File: src/common/matrix_defines.svh
// Matrix display build constants
// Debounce length, serial clock rate, brightness and screen count
`ifndef MATRIX_DEFINES_SVH
`define MATRIX_DEFINES_SVH

// Stable low cycles before a press counts
`define DEBOUNCE_CYCLES 8

// System clocks per half period of the serial clock
`define SCLK_DIV 2

// Brightness, 0x0 to 0xF
`define MATRIX_INTENSITY 8'h0A

`define SCREEN_COUNT 6

`endif
File: src/common/matrix_pkg.sv
// Matrix display types
// Row and column bytes, digit addresses and screen numbers for the 8x8 path
`default_nettype none

package matrix_pkg;

	// One picture row, bit 7 is the leftmost LED
	typedef logic [7:0] row_bits_t;

	// One display column, bit 7 is row 0
	typedef logic [7:0] col_bits_t;

	typedef logic [2:0] row_idx_t;

	// MAX7219 digit register, 1 to 8
	typedef logic [3:0] digit_addr_t;

	typedef logic [2:0] screen_idx_t;

	// Screen order as seen when stepping right
	localparam screen_idx_t SCR_START  = 3'd0;
	localparam screen_idx_t SCR_GO     = 3'd1;
	localparam screen_idx_t SCR_L1     = 3'd2;
	localparam screen_idx_t SCR_L2     = 3'd3;
	localparam screen_idx_t SCR_L3     = 3'd4;
	localparam screen_idx_t SCR_WINNER = 3'd5;

endpackage

`default_nettype wire

File: src/common/max7219_pkg.sv
// MAX7219 register map and serial word layout
// A 16-bit word carries either a digit column or a control register value
`default_nettype none

package max7219_pkg;
	import matrix_pkg::*;

	typedef enum logic [3:0] {
		REG_DIGIT_FIRST  = 4'h1,
		REG_DIGIT_LAST   = 4'h8,
		REG_DECODE_MODE  = 4'h9,
		REG_INTENSITY    = 4'hA,
		REG_SCAN_LIMIT   = 4'hB,
		REG_SHUTDOWN     = 4'hC,
		REG_DISPLAY_TEST = 4'hF
	} max7219_reg_e;

	typedef struct packed {
		logic [3:0]  pad;
		digit_addr_t addr;
		col_bits_t   cols;
	} digit_word_t;

	typedef struct packed {
		logic [3:0]   pad;
		max7219_reg_e addr;
		logic [7:0]   value;
	} ctrl_word_t;

	// Same 16 bits, read as digit data or as a control write
	typedef union packed {
		digit_word_t digit;
		ctrl_word_t  ctrl;
	} max7219_word_u;

endpackage

`default_nettype wire

File: src/common/column_if.sv
// Column fetch link between frame buffer and MAX7219 driver
// Four-phase req/ack, the driver asks for a digit and the buffer returns its column
`timescale 1ns/1ps
`default_nettype none

interface column_if
	import matrix_pkg::*;
();
	logic        req;
	digit_addr_t addr;
	logic        ack;
	col_bits_t   data;

	modport producer (input req, input addr, output ack, output data);
	modport consumer (output req, output addr, input ack, input data);
endinterface

`default_nettype wire

File: src/logic/led_game_top.sv
// LED matrix display top level
// Debounced buttons select one of six pictures shown on a MAX7219 8x8 matrix
`timescale 1ns/1ps
`default_nettype none

module led_game_top
	import matrix_pkg::*;
(
	input  logic clock_50,
	input  logic rst_n,
	input  logic start_button,
	input  logic left_button,
	input  logic right_button,
	output logic max7219_din,
	output logic max7219_ncs,
	output logic max7219_clk
);
	logic      start_press;
	logic      left_press;
	logic      right_press;
	logic      row_we;
	row_idx_t  row_sel;
	row_bits_t row_data;

	column_if col_bus ();

	//==========================================================================
	// Buttons
	//==========================================================================
	button_debounce i_start_debounce (
		.clock_50 (clock_50),
		.rst_n    (rst_n),
		.button   (start_button),
		.press    (start_press)
	);

	button_debounce i_left_debounce (
		.clock_50 (clock_50),
		.rst_n    (rst_n),
		.button   (left_button),
		.press    (left_press)
	);

	button_debounce i_right_debounce (
		.clock_50 (clock_50),
		.rst_n    (rst_n),
		.button   (right_button),
		.press    (right_press)
	);

	//==========================================================================
	// Picture path to the display
	//==========================================================================
	screen_loader i_screen_loader (
		.clock_50    (clock_50),
		.rst_n       (rst_n),
		.start_press (start_press),
		.left_press  (left_press),
		.right_press (right_press),
		.row_we      (row_we),
		.row_sel     (row_sel),
		.row_data    (row_data)
	);

	frame_buffer i_frame_buffer (
		.clock_50 (clock_50),
		.rst_n    (rst_n),
		.row_we   (row_we),
		.row_sel  (row_sel),
		.row_data (row_data),
		.col      (col_bus.producer)
	);

	max7219_driver i_max7219_driver (
		.clock_50    (clock_50),
		.rst_n       (rst_n),
		.col         (col_bus.consumer),
		.max7219_din (max7219_din),
		.max7219_ncs (max7219_ncs),
		.max7219_clk (max7219_clk)
	);

endmodule

`default_nettype wire

File: src/max7219/max7219_driver.sv
// MAX7219 serial driver
// Sends the init words once, then refreshes digits 1 to 8 forever,
// fetching each column from the frame buffer over the req/ack link
`timescale 1ns/1ps
`include "matrix_defines.svh"
`default_nettype none

module max7219_driver
	import matrix_pkg::*, max7219_pkg::*;
(
	input  logic       clock_50,
	input  logic       rst_n,
	column_if.consumer col,
	output logic       max7219_din,
	output logic       max7219_ncs,
	output logic       max7219_clk
);
	localparam int GAP_CYCLES = 2 * `SCLK_DIV;
	localparam int CNT_W = $clog2(GAP_CYCLES + 1);
	localparam logic [2:0] INIT_WORDS = 3'd5;

	typedef enum logic [1:0] {ST_GAP, ST_FETCH, ST_SHIFT} state_t;

	state_t           state;
	logic [CNT_W-1:0] cnt;
	logic [3:0]       bit_cnt;
	logic [2:0]       init_idx;
	digit_addr_t      digit;
	max7219_word_u    word_q;
	max7219_word_u    load_word;
	logic             init_done;
	logic             gap_done;
	logic             load;

	// Power-up sequence
	function automatic max7219_word_u init_word(input logic [2:0] idx);
		max7219_word_u w;
		case (idx)
			3'd0:    w.ctrl = '{4'h0, REG_SHUTDOWN, 8'h01};
			3'd1:    w.ctrl = '{4'h0, REG_DECODE_MODE, 8'h00};
			3'd2:    w.ctrl = '{4'h0, REG_SCAN_LIMIT, 8'h07};
			3'd3:    w.ctrl = '{4'h0, REG_INTENSITY, `MATRIX_INTENSITY};
			default: w.ctrl = '{4'h0, REG_DISPLAY_TEST, 8'h00};
		endcase
		return w;
	endfunction

	assign init_done = (init_idx == INIT_WORDS);
	assign gap_done  = (state == ST_GAP) && (cnt == CNT_W'(GAP_CYCLES - 1));
	assign load      = (gap_done && !init_done) || (state == ST_FETCH && col.ack);
	assign col.addr  = digit;

	always_comb begin
		if (init_done) begin
			load_word.digit = '{4'h0, digit, col.data};
		end else begin
			load_word = init_word(init_idx);
		end
	end

	always_ff @(posedge clock_50) begin
		if (load) begin
			word_q <= load_word;
		end
	end

	//==========================================================================
	// Word sequencing and bit shifting
	//==========================================================================
	always_ff @(posedge clock_50) begin
		if (!rst_n) begin
			state       <= ST_GAP;
			cnt         <= '0;
			bit_cnt     <= '0;
			init_idx    <= '0;
			digit       <= REG_DIGIT_FIRST;
			col.req     <= 1'b0;
			max7219_ncs <= 1'b1;
			max7219_clk <= 1'b0;
			max7219_din <= 1'b0;
		end else if (load) begin
			// Open the frame with the MSB on din
			state       <= ST_SHIFT;
			cnt         <= '0;
			bit_cnt     <= 4'd15;
			col.req     <= 1'b0;
			max7219_ncs <= 1'b0;
			max7219_din <= load_word[15];
			if (init_done) begin
				digit <= (digit == REG_DIGIT_LAST) ? REG_DIGIT_FIRST : digit + 4'd1;
			end else begin
				init_idx <= init_idx + 1'b1;
			end
		end else begin
			case (state)
				ST_GAP: begin
					if (!gap_done) begin
						cnt <= cnt + 1'b1;
					end else if (!col.ack) begin
						col.req <= 1'b1;
						state   <= ST_FETCH;
					end
				end
				ST_SHIFT: begin
					if (cnt != CNT_W'(`SCLK_DIV - 1)) begin
						cnt <= cnt + 1'b1;
					end else begin
						cnt <= '0;
						if (!max7219_clk) begin
							max7219_clk <= 1'b1;
						end else begin
							max7219_clk <= 1'b0;
							if (bit_cnt == 4'd0) begin
								max7219_ncs <= 1'b1;
								max7219_din <= 1'b0;
								state       <= ST_GAP;
							end else begin
								bit_cnt     <= bit_cnt - 4'd1;
								max7219_din <= word_q[bit_cnt - 4'd1];
							end
						end
					end
				end
				// Waiting for ack in ST_FETCH
				default: ;
			endcase
		end
	end

endmodule

`default_nettype wire

File: src/game/frame_buffer.sv
// Frame buffer
// Eight row registers written by the loader, read back one column at a time
`timescale 1ns/1ps
`default_nettype none

module frame_buffer
	import matrix_pkg::*;
(
	input  logic        clock_50,
	input  logic        rst_n,
	input  logic        row_we,
	input  row_idx_t    row_sel,
	input  row_bits_t   row_data,
	column_if.producer  col
);
	row_bits_t  rows [8];
	logic [2:0] col_idx;
	col_bits_t  col_word;

	// Digit 1 shows the leftmost column
	assign col_idx = 3'(col.addr - 4'd1);

	// Transpose, row r lands on bit 7-r
	always_comb begin
		col_word = '0;
		for (int r = 0; r < 8; r++) begin
			col_word[7 - r] = rows[r][7 - col_idx];
		end
	end

	always_ff @(posedge clock_50) begin
		if (!rst_n) begin
			for (int r = 0; r < 8; r++) begin
				rows[r] <= '0;
			end
		end else if (row_we) begin
			rows[row_sel] <= row_data;
		end
	end

	// Four-phase handshake
	always_ff @(posedge clock_50) begin
		if (!rst_n) begin
			col.ack <= 1'b0;
		end else if (col.req && !col.ack) begin
			col.ack  <= 1'b1;
			col.data <= col_word;
		end else if (!col.req && col.ack) begin
			col.ack <= 1'b0;
		end
	end

endmodule

`default_nettype wire

File: src/game/screen_loader.sv
// Screen loader
// Keeps the current screen, steps it on button presses and writes
// the chosen picture into the frame buffer one row per cycle
`timescale 1ns/1ps
`include "matrix_defines.svh"
`default_nettype none

module screen_loader
	import matrix_pkg::*;
(
	input  logic        clock_50,
	input  logic        rst_n,
	input  logic        start_press,
	input  logic        left_press,
	input  logic        right_press,
	output logic        row_we,
	output row_idx_t    row_sel,
	output row_bits_t   row_data
);
	localparam screen_idx_t LAST_SCREEN = screen_idx_t'(`SCREEN_COUNT - 1);

	//==========================================================================
	// Pictures, row 0 in the top byte
	//==========================================================================
	localparam logic [63:0] PIC_START  = 64'h0066_4444_2222_6600;
	localparam logic [63:0] PIC_GO     = 64'h0066_8989_B999_6600;
	localparam logic [63:0] PIC_L1     = 64'h0008_1808_0808_1C00;
	localparam logic [63:0] PIC_L2     = 64'h0018_2404_0810_3C00;
	localparam logic [63:0] PIC_L3     = 64'h0018_2404_0804_2418;
	localparam logic [63:0] PIC_WINNER = 64'h0024_2400_4224_3C00;

	screen_idx_t screen;
	logic        busy;
	row_idx_t    row_cnt;
	logic [63:0] picture;

	always_comb begin
		case (screen)
			SCR_START:  picture = PIC_START;
			SCR_GO:     picture = PIC_GO;
			SCR_L1:     picture = PIC_L1;
			SCR_L2:     picture = PIC_L2;
			SCR_L3:     picture = PIC_L3;
			SCR_WINNER: picture = PIC_WINNER;
			default:    picture = PIC_START;
		endcase
	end

	assign row_we   = busy;
	assign row_sel  = row_cnt;
	assign row_data = picture[(7 - row_cnt) * 8 +: 8];

	//==========================================================================
	// Screen stepping and row write sequence
	//==========================================================================
	always_ff @(posedge clock_50) begin
		if (!rst_n) begin
			screen  <= SCR_START;
			busy    <= 1'b1;
			row_cnt <= '0;
		end else if (busy) begin
			// Counter wraps to row 0 for the next picture
			row_cnt <= row_cnt + 1'b1;
			if (row_cnt == 3'd7) begin
				busy <= 1'b0;
			end
		end else if (start_press || right_press || left_press) begin
			busy <= 1'b1;
			if (start_press) begin
				screen <= SCR_START;
			end else if (right_press) begin
				screen <= (screen == LAST_SCREEN) ? SCR_START : screen + 1'b1;
			end else begin
				screen <= (screen == SCR_START) ? LAST_SCREEN : screen - 1'b1;
			end
		end
	end

endmodule

`default_nettype wire

File: src/logic/button_debounce.sv
// Button debouncer
// Synchronizes one active-low button and pulses press once per stable push
`timescale 1ns/1ps
`include "matrix_defines.svh"
`default_nettype none

module button_debounce (
	input  logic clock_50,
	input  logic rst_n,
	input  logic button,
	output logic press
);
	localparam int CNT_W = $clog2(`DEBOUNCE_CYCLES + 1);
	localparam logic [CNT_W-1:0] CNT_MAX = CNT_W'(`DEBOUNCE_CYCLES);

	logic             sync_1;
	logic             sync_2;
	logic [CNT_W-1:0] low_cnt;

	always_ff @(posedge clock_50) begin
		if (!rst_n) begin
			sync_1  <= 1'b1;
			sync_2  <= 1'b1;
			low_cnt <= '0;
			press   <= 1'b0;
		end else begin
			sync_1 <= button;
			sync_2 <= sync_1;
			press  <= 1'b0;
			// Released, so rearm
			if (sync_2) begin
				low_cnt <= '0;
			end else if (low_cnt != CNT_MAX) begin
				low_cnt <= low_cnt + 1'b1;
				press   <= (low_cnt == CNT_MAX - 1'b1);
			end
		end
	end

endmodule

`default_nettype wire

File: config.mk
export PLATFORM = sky130hd
export DESIGN_NAME = led_game_top
export DESIGN_NICKNAME = d
export VERILOG_FILES = /design/src/common/matrix_pkg.sv /design/src/common/max7219_pkg.sv /design/src/common/column_if.sv /design/src/logic/led_game_top.sv /design/src/max7219/max7219_driver.sv /design/src/game/frame_buffer.sv /design/src/game/screen_loader.sv /design/src/logic/button_debounce.sv
export VERILOG_INCLUDE_DIRS = /design/src /design/src/common
export SDC_FILE = /design/constraint.sdc
export NUM_CORES = 1
export LEC_CHECK = 0
export BUFFER_PORTS_ARGS = -buffer_cell sky130_fd_sc_hd__buf_2
export CAP_MARGIN = 10
export CELL_PAD_IN_SITES_DETAIL_PLACEMENT = 1
export CELL_PAD_IN_SITES_GLOBAL_PLACEMENT = 1
export CORE_MARGIN = 1.5
export CORE_UTILIZATION = 40
export CTS_BUF_LIST = sky130_fd_sc_hd__clkbuf_4 sky130_fd_sc_hd__clkbuf_8
export CTS_CLUSTER_SIZE = 10
export DETAILED_ROUTE_END_ITERATION = 7
export MAX_ROUTING_LAYER = met4
export PLACE_DENSITY = 0.7
export SYNTH_ARGS = -nofsm -noshare
export SYNTH_HDL_FRONTEND = slang
export SYNTH_SLANG_ARGS = --single-unit
File: constraint.sdc
create_clock -name clock_50 -period 3 [get_ports clock_50]
set_input_delay 0.3 -clock clock_50 [delete_from_list [all_inputs] [get_ports clock_50]]
set_output_delay 0.3 -clock clock_50 [all_outputs]
set_load 0.01 [all_outputs]
==> impl_metrics.ini, run 1 <==
[outcome]
status = completed

[sta]
slew_headroom = 0.5140
grt_setup_unrepaired = false
worst_slew_pin_slew_ps = 728.0
fin_crit_sh = 0.7708
setup_slack_ps = 687.5
hold_viol = 0
slew_viol_final = 0
fin_tns_setup_ps = 0
max_clock_freq_mhz = 432.4
setup_viol = 0
fin_worst_skew_ps = 12.73
finalCriticalPeriod_ps = 2312

[final_layout]
syn2layout_area_growth_pct = 11.32
multi_input_comb_area_um2 = 2773
fin_nets = 593
final_layout_size_suffix_gt1_frac = 0.1606
final_cell_mix = edfxtp_1, nor2_1, dfxtp_1
layout.cells.non_filler = 767
fin_util = 0.4549
diodes = 0
mostFrequentLayoutCell = edfxtp_1
final-seq-area_um2 = 3263
fill_cells = 1633

[yosys]
ys_top_cells_by_area = edfxtp_1, dfxtp_1, mux4_2
yosysSeqAreaShare = 0.5273
synth-async-reset-ratio = 0
ys_warn_count = 0
synth_mux_area_frac = 0.1142
synth-main-ff-cell = edfxtp_1
synth_edf_count = 76
synth_cells = 537
synthXorXnorAreaFrac = 0.02366
synth-seq-cells = 125
synth_cell_types = 70
netlist_area_um2 = 6188
netlist.area_leader.share = 0.3688
syn_avg_cell_area_um2 = 11.52
synth_top_area_cell = edfxtp_1
synth_top_family_by_area = simple AND/OR/NAND/NOR gates
synthSimpleGateAreaFrac = 0.1591
synth_fa_ha_area_frac = 0.04448
synth_compound_area_frac = 0.09442

[global_route]
grt.overflow.total = 0
grt_usage = 0.1794
first_global_vias = 4217
grt_max_degree = 29
grt_pass1_wl_mm = 21.65
antenna_found_initial = 0

[setup_path]
slowest_delay_ps = 450
cp-start-kind = flip-flop
end_kind = flip-flop
cp.required_ps = 3140
reg2reg_depth = 6
critical_path_class = reg -> reg
rr_endpoint = i_frame_buffer.rows[2][2]$_SDFFCE_PN0P_
rrSetupSlack_ps = 690
path_cells = and2_1 > ha_1 > nand2_1 > a21o_1 > a221oi_2 > a31oi_1
cp_num_buf_inv = 0
reg2reg_from = i_screen_loader.screen[1]$_SDFFE_PN0P_
cp_top_family = compound AO/OA/AOI/OAI gates
critPathSlowestCell = ha_1
cp.arrival_ps = 2450
cp_max_fo = 13

[clock_network]
cts-root-buf = clkbuf_8
clk_pin_slew_ps = 80
cts_resized = 0
cts_buffer_depth = 2
htreeDepth = 4
worstSkewPairLatency_ps = 440
cts_hold_buf = 0
cts_buffers = 17
cts_num_sinks = 125
cts_tree = done
post_cts_buffers = 0

[hold_path]
hold_start = right_button
hold_path.class = in -> reg
worstHoldEndpoint = i_right_debounce.sync_1$_SDFF_PN1_
hold_depth = 2

[floorplan]
num_rows = 45
ios = 8
start_util = 0.4086
die_w_um = 127.4
die_y_um = 127.4
dieArea_um2 = 16230
coreArea_um2 = 15150

[placed_design]
dp.cells = 734
routabilityCongestion = 0.8048
dpl.hpwl_mm = 9.448
io_buffers = 7
place_ws_ps = 671.8

[power]
power_mw = 4.004
p_per_area_nw_per_um2 = 581.2
total_leakage_power_nw = 2.535
ir_drop_mv = 0.2829

[detailed_routing]
route.detailed.drc = 0
drtIter0Drc = 193
vias = 4089
wirelength_mm = 13.13
drtPass1Iterations = 4
vias_per_cell = 5.331
post_drt_wl_per_cell_um = 17.12
ant_nets = 0

[run]
cap_viol_max_count = 0
## cell usage after synthesis (3+ instances only)
cell type	n
a21boi_0	3
a21oi_1	22
a22oi_1	5
a31oi_1	5
and2_1	11
and3_1	6
buf_2	14
clkbuf_1	14
dfxtp_1	49
edfxtp_1	76
ha_1	22
inv_1	25
mux2_2	14
mux2i_1	11
mux4_1	3
mux4_2	16
nand2_1	34
nand2b_1	20
nand3_1	12
nor2_1	54
nor2b_1	15
nor3_1	10
nor3b_1	3
nor4_1	5
o211ai_1	3
o21a_1	6
o21ai_0	14
xnor2_1	6
xor2_1	7
## where the power goes
part           total, mW  switching (mW)  leakage (nW)  internal (mW)
logic              0.521           0.288          1.19          0.233
registers           2.05          0.0949          1.15           1.95
clock network       1.43           0.687         0.192          0.746
## logic make-up after synthesis
kind of cell,count (synthesis)
compound gates,86
xor+xnor,15
fa+ha+maj,22
buf+inv,55
flops,125
mux,44
other cells,1
simple gates,189
## cell type report
class	instances	share of cell area
Multi-Input combinational cell	376	0.4025
Clock inverter	14	0.02125
Inverter	26	0.01417
Clock buffer	18	0.03505
Tap cell	188	0.03414
Timing Repair Buffer	20	0.01925
Sequential cell	125	0.4737
## routing by layer
layer  share of wire  vias up  track usage
li1                -     1993            -
met1            0.43     2027       0.1989
met2            0.54       53       0.3157
met3           0.023       16      0.04397
met4           0.014        0      0.06150
met5               0        -            -
## worst register-to-register path, delay by kind of cell (launching register included)
family                   cells  cell delay (ps)
AND/OR/NAND/NOR              2              340
adder cells (fa/ha/maj)      1              450
flip-flops                   1              330
AO/OA/AOI/OAI                3              890
## stage by stage
step,hold slack [ps],area (um^2)
2_1_floorplan,386.3,6260
6_report,49.09,6889
5_1_grt,13.25,6889
3_5_place_dp,406.5,6494
3_3_place_gp,387.7,6494
4_1_cts,19.35,6882
## worst max-delay path by stage
stage	start	end	depth (start not counted)
after floorplan	i_max7219_driver.col.addr[0]$_SDFFE_PN1P_	i_frame_buffer.col.data[6]$_DFFE_PP_	8
after detailed placement	i_max7219_driver.cnt[0]$_SDFFE_PP0P_	i_max7219_driver.word_q[0]$_DFFE_PP_	4
after global routing	i_screen_loader.row_sel[0]$_SDFFE_PN0P_	i_frame_buffer.rows[5][5]$_SDFFCE_PN0P_	3
final	i_screen_loader.screen[1]$_SDFFE_PN0P_	i_frame_buffer.rows[2][2]$_SDFFCE_PN0P_	6
after global placement	i_screen_loader.screen[2]$_SDFFE_PN0P_	i_frame_buffer.rows[3][2]$_SDFFCE_PN0P_	6
after CTS	i_max7219_driver.cnt[0]$_SDFFE_PP0P_	i_max7219_driver.word_q[6]$_SDFFCE_PN0P_	4
## registers in the layout, summed over array words and instances (netlist names), 2 cells and up
name                       flops
i_frame_buffer.col.data        8
i_frame_buffer.rows           56
i_left_debounce.low_cnt        4
i_max7219_driver.bit_cnt       4
i_max7219_driver.cnt           3
i_max7219_driver.col.addr      4
i_max7219_driver.init_idx      3
i_max7219_driver.state         2
i_max7219_driver.word_q       12
i_right_debounce.low_cnt       4
i_screen_loader.row_sel        3
i_screen_loader.screen         3
i_start_debounce.low_cnt       4
Power figures use the tool's default switching activity.
==> inputs of run 2 (changes only) <==
--- a/config.mk
+++ b/config.mk
@@ -6,6 +6,7 @@
 export SDC_FILE = /design/constraint.sdc
 export NUM_CORES = 1
 export LEC_CHECK = 0
+export ABC_AREA = 1
 export BUFFER_PORTS_ARGS = -buffer_cell sky130_fd_sc_hd__buf_2
 export CAP_MARGIN = 10
 export CELL_PAD_IN_SITES_DETAIL_PLACEMENT = 1
@@ -16,7 +17,7 @@
 export CTS_CLUSTER_SIZE = 10
 export DETAILED_ROUTE_END_ITERATION = 7
 export MAX_ROUTING_LAYER = met4
-export PLACE_DENSITY = 0.7
+export PLACE_DENSITY = 0.75
 export SYNTH_ARGS = -nofsm -noshare
 export SYNTH_HDL_FRONTEND = slang
 export SYNTH_SLANG_ARGS = --single-unit
==> constraint.sdc (replaced) <==
create_clock -name clock_50 -period 1.9 [get_ports clock_50]
set_input_delay 0.19 -clock clock_50 [delete_from_list [all_inputs] [get_ports clock_50]]
set_output_delay 0.19 -clock clock_50 [all_outputs]
set_load 0.01 [all_outputs]
==> run 2 against run 1 <==
  * Critical path depth grew 1
  * Setup slack lost 600 ps
  * Non-clock buffer count grew 10
  * Register-to-register slack lost 600 ps
  * First-iteration DRC count grew 28%
  * Power grew 62%
  * Area after synthesis shrank 4.1%
  * Die area shrank 4.0%
  * Critical endpoint is now i_frame_buffer.col.data[7]$_DFFE_PP_
  * Largest cell class unchanged
  * Largest power group unchanged
==> impl_metrics.ini, run 2 <==
[sta]
slew_headroom = 0.6318
max_clock_freq_mhz = 552.5
setup_slack_ps = 90.08
hold_viol = 0
worst_slew_pin_slew_ps = 551.7
slew_viol_final = 0
fin_worst_skew_ps = 13.13
finalCriticalPeriod_ps = 1810
fin_crit_sh = 0.9526
fin_tns_setup_ps = 0
setup_viol = 0
hold_ws_ps = 225.9

[final_layout]
syn2layout_area_growth_pct = 15.45
mostFrequentLayoutCell = nor2_1
final_layout_size_suffix_gt1_frac = 0.1470
top_register = i_frame_buffer.rows
reg.largest.list = i_frame_buffer.rows x56, i_max7219_driver.word_q x12, i_frame_buffer.col.data x8
final_area_um2 = 6853
diodes = 0
fill_cells = 1711
largest_register_ffs = 56
fin_nets = 735
final_cell_mix = nor2_1, nand2_1, inv_1

[detailed_routing]
drtPass1Iterations = 4
ant_nets = 0
drtIter0Drc = 248
vias = 4603
post_drt_wl_per_cell_um = 15.16
vias_per_cell = 5.086
wirelength_mm = 13.72
route.detailed.drc = 0

[floorplan]
dieArea_um2 = 15580
num_rows = 44
ios = 8
die_w_um = 124.8
coreArea_um2 = 14530
die_y_um = 124.8
start_util = 0.4084

[yosys]
netlist_area_um2 = 5936
synth-async-reset-ratio = 0
syn_avg_cell_area_um2 = 9.035
synth_edf_count = 76
synth_cell_types = 37
synth_top_area_cell = edfxtp_1
synth_cells = 657
ys_top_cells_by_area = edfxtp_1, dfxtp_1, nor2_1
synth_most_common_cell = nor2_1
ys_warn_count = 0
synth-main-ff-cell = edfxtp_1
yosysSeqAreaShare = 0.5497
synthTopCellsByCount = nor2_1, nand2_1, inv_1, edfxtp_1, o21ai_0
netlist.area_leader.share = 0.3845
synth-seq-cells = 125

[clock_network]
cts_buffers = 17
cts_tree = done
cts_buffer_depth = 2
worstSkewPairLatency_ps = 450
cts-root-buf = clkbuf_8
htreeDepth = 4
cts_num_sinks = 125
clk_pin_slew_ps = 80

[placed_design]
routabilityCongestion = 0.8271
dpl.hpwl_mm = 9.867
io_buffers = 7
place_area_um2 = 6361
place_ws_ps = -95.50

[setup_path]
cp.required_ps = 2090
cp_max_fo = 17
end_kind = flip-flop
cp-start-kind = flip-flop
critical_path_class = reg -> reg
cp.arrival_ps = 2000

[global_route]
antenna_found_initial = 0
grt.overflow.total = 0
first_global_vias = 4937
grt_usage = 0.1946
grt_util_met2 = 0.3387
grt_pass1_wl_mm = 23.54
use_met3 = 0.04639
top_usage_layer = met2
grt_use_met1 = 0.2182
grt_max_degree = 36

[outcome]
status = completed

[power]
ir_drop_mv = 0.4118
p_per_area_nw_per_um2 = 946.5
total_leakage_power_nw = 2.862
power_mw = 6.486

[hold_path]
hold_path.class = in -> reg

[run]
cap_viol_max_count = 0
==> run 2: changes by cell type after synthesis, sizes merged, moves of 14 or more <==
cell / previous run / this run
nand2: 34 / 95
inv: 26 / 90
o21ai: 15 / 66
nor2: 54 / 109
mux4: 19 / 0
o22ai: 2 / 16
nand2b: 20 / 0
nand3: 12 / 35
nor2b: 15 / 0
==> run 2: report_power, final <==
group,switching [mW],internal (mW),leakage (nW)
Combinational,0.606,0.349,1.50
Sequential,0.126,3.12,1.15
Clock,1.06,1.22,0.209
Total,1.80,4.69,2.86
==> run 2: critical path: stages, from the launching register on <==
cell and delay (ps):
dfxtp_1 390, inv_1 120, ha_4 300, clkinvlp_4 90, buf_12 150, o21ai_0 110
o22ai_1 130, mux2_2 270
==> run 2: path summary, 6_finish.rpt <==
check / endpoint / from / cells past startpoint / slack, ps
setup / recovery: i_frame_buffer.col.data[7]$_DFFE_PP_ / i_max7219_driver.col.addr[1]$_SDFFE_PN0P_ / 7 / 90
hold / removal: i_max7219_driver.max7219_ncs$_SDFFE_PN1P_ / rst_n / 3 / 230
setup reg to reg: i_frame_buffer.col.data[7]$_DFFE_PP_ / i_max7219_driver.col.addr[1]$_SDFFE_PN0P_ / 7 / 90
hold reg to reg: i_start_debounce.sync_2$_SDFF_PN1_ / i_start_debounce.sync_1$_SDFF_PN1_ / 1 / 430
==> run 2: cells by family (layout without fill, tap and decap cells) <==
group           Yosys count  count (layout)  synth area share
buf+inv                 107             152           0.07019
xor+xnor                  8               8           0.01307
flops                   125             125            0.5497
simple gates            263             263            0.1908
fa+ha+maj                22              22           0.04637
other cells               1              20         0.0006318
compound gates          123             123            0.1140
mux                       8               8           0.01518
==> run 2: metrics by stage <==
| step | std cells | util |
|---|---|---|
| 6_report | 905 | 0.4715 |
| 5_1_grt | 905 | 0.4715 |
| 4_1_cts | 904 | 0.4670 |
| 3_5_place_dp | 869 | 0.4377 |
| 3_3_place_gp | 869 | 0.4377 |
| 2_1_floorplan | 676 | - |
==> run 2: routing by layer <==
layer / vias to the layer above / part of all wire
met1: 2261 / 0.43
met5: - / 0
met4: 0 / 0.015
met2: 43 / 0.53
met3: 15 / 0.021
li1: 2284 / -
==> run 2: area by class of cell <==
| class | instances | area [um^2] | share of cell area |
|---|---|---|---|
| sequential | 125 | 3268 | 0.4769 |
| multi-input combinational | 444 | 2382 | 0.3476 |
| timing repair buffer | 30 | 240.2 | 0.03506 |
| tap | 184 | 230.2 | 0.03360 |
| clock buffer | 24 | 311.5 | 0.04546 |
| clock inverter | 8 | 78.83 | 0.01150 |
| inverter | 90 | 341.6 | 0.04984 |
==> run 2: what timing repair did <==
item                                   in CTS  in global routing
gates resized for setup                     2                 12
buffers inserted                            0                  1
setup endpoints to repair                  15                 62
hold buffers                                3                  0
gates cloned                                0                  0
endpoints found under the hold margin       3                  0
pin swaps                                   0                  3
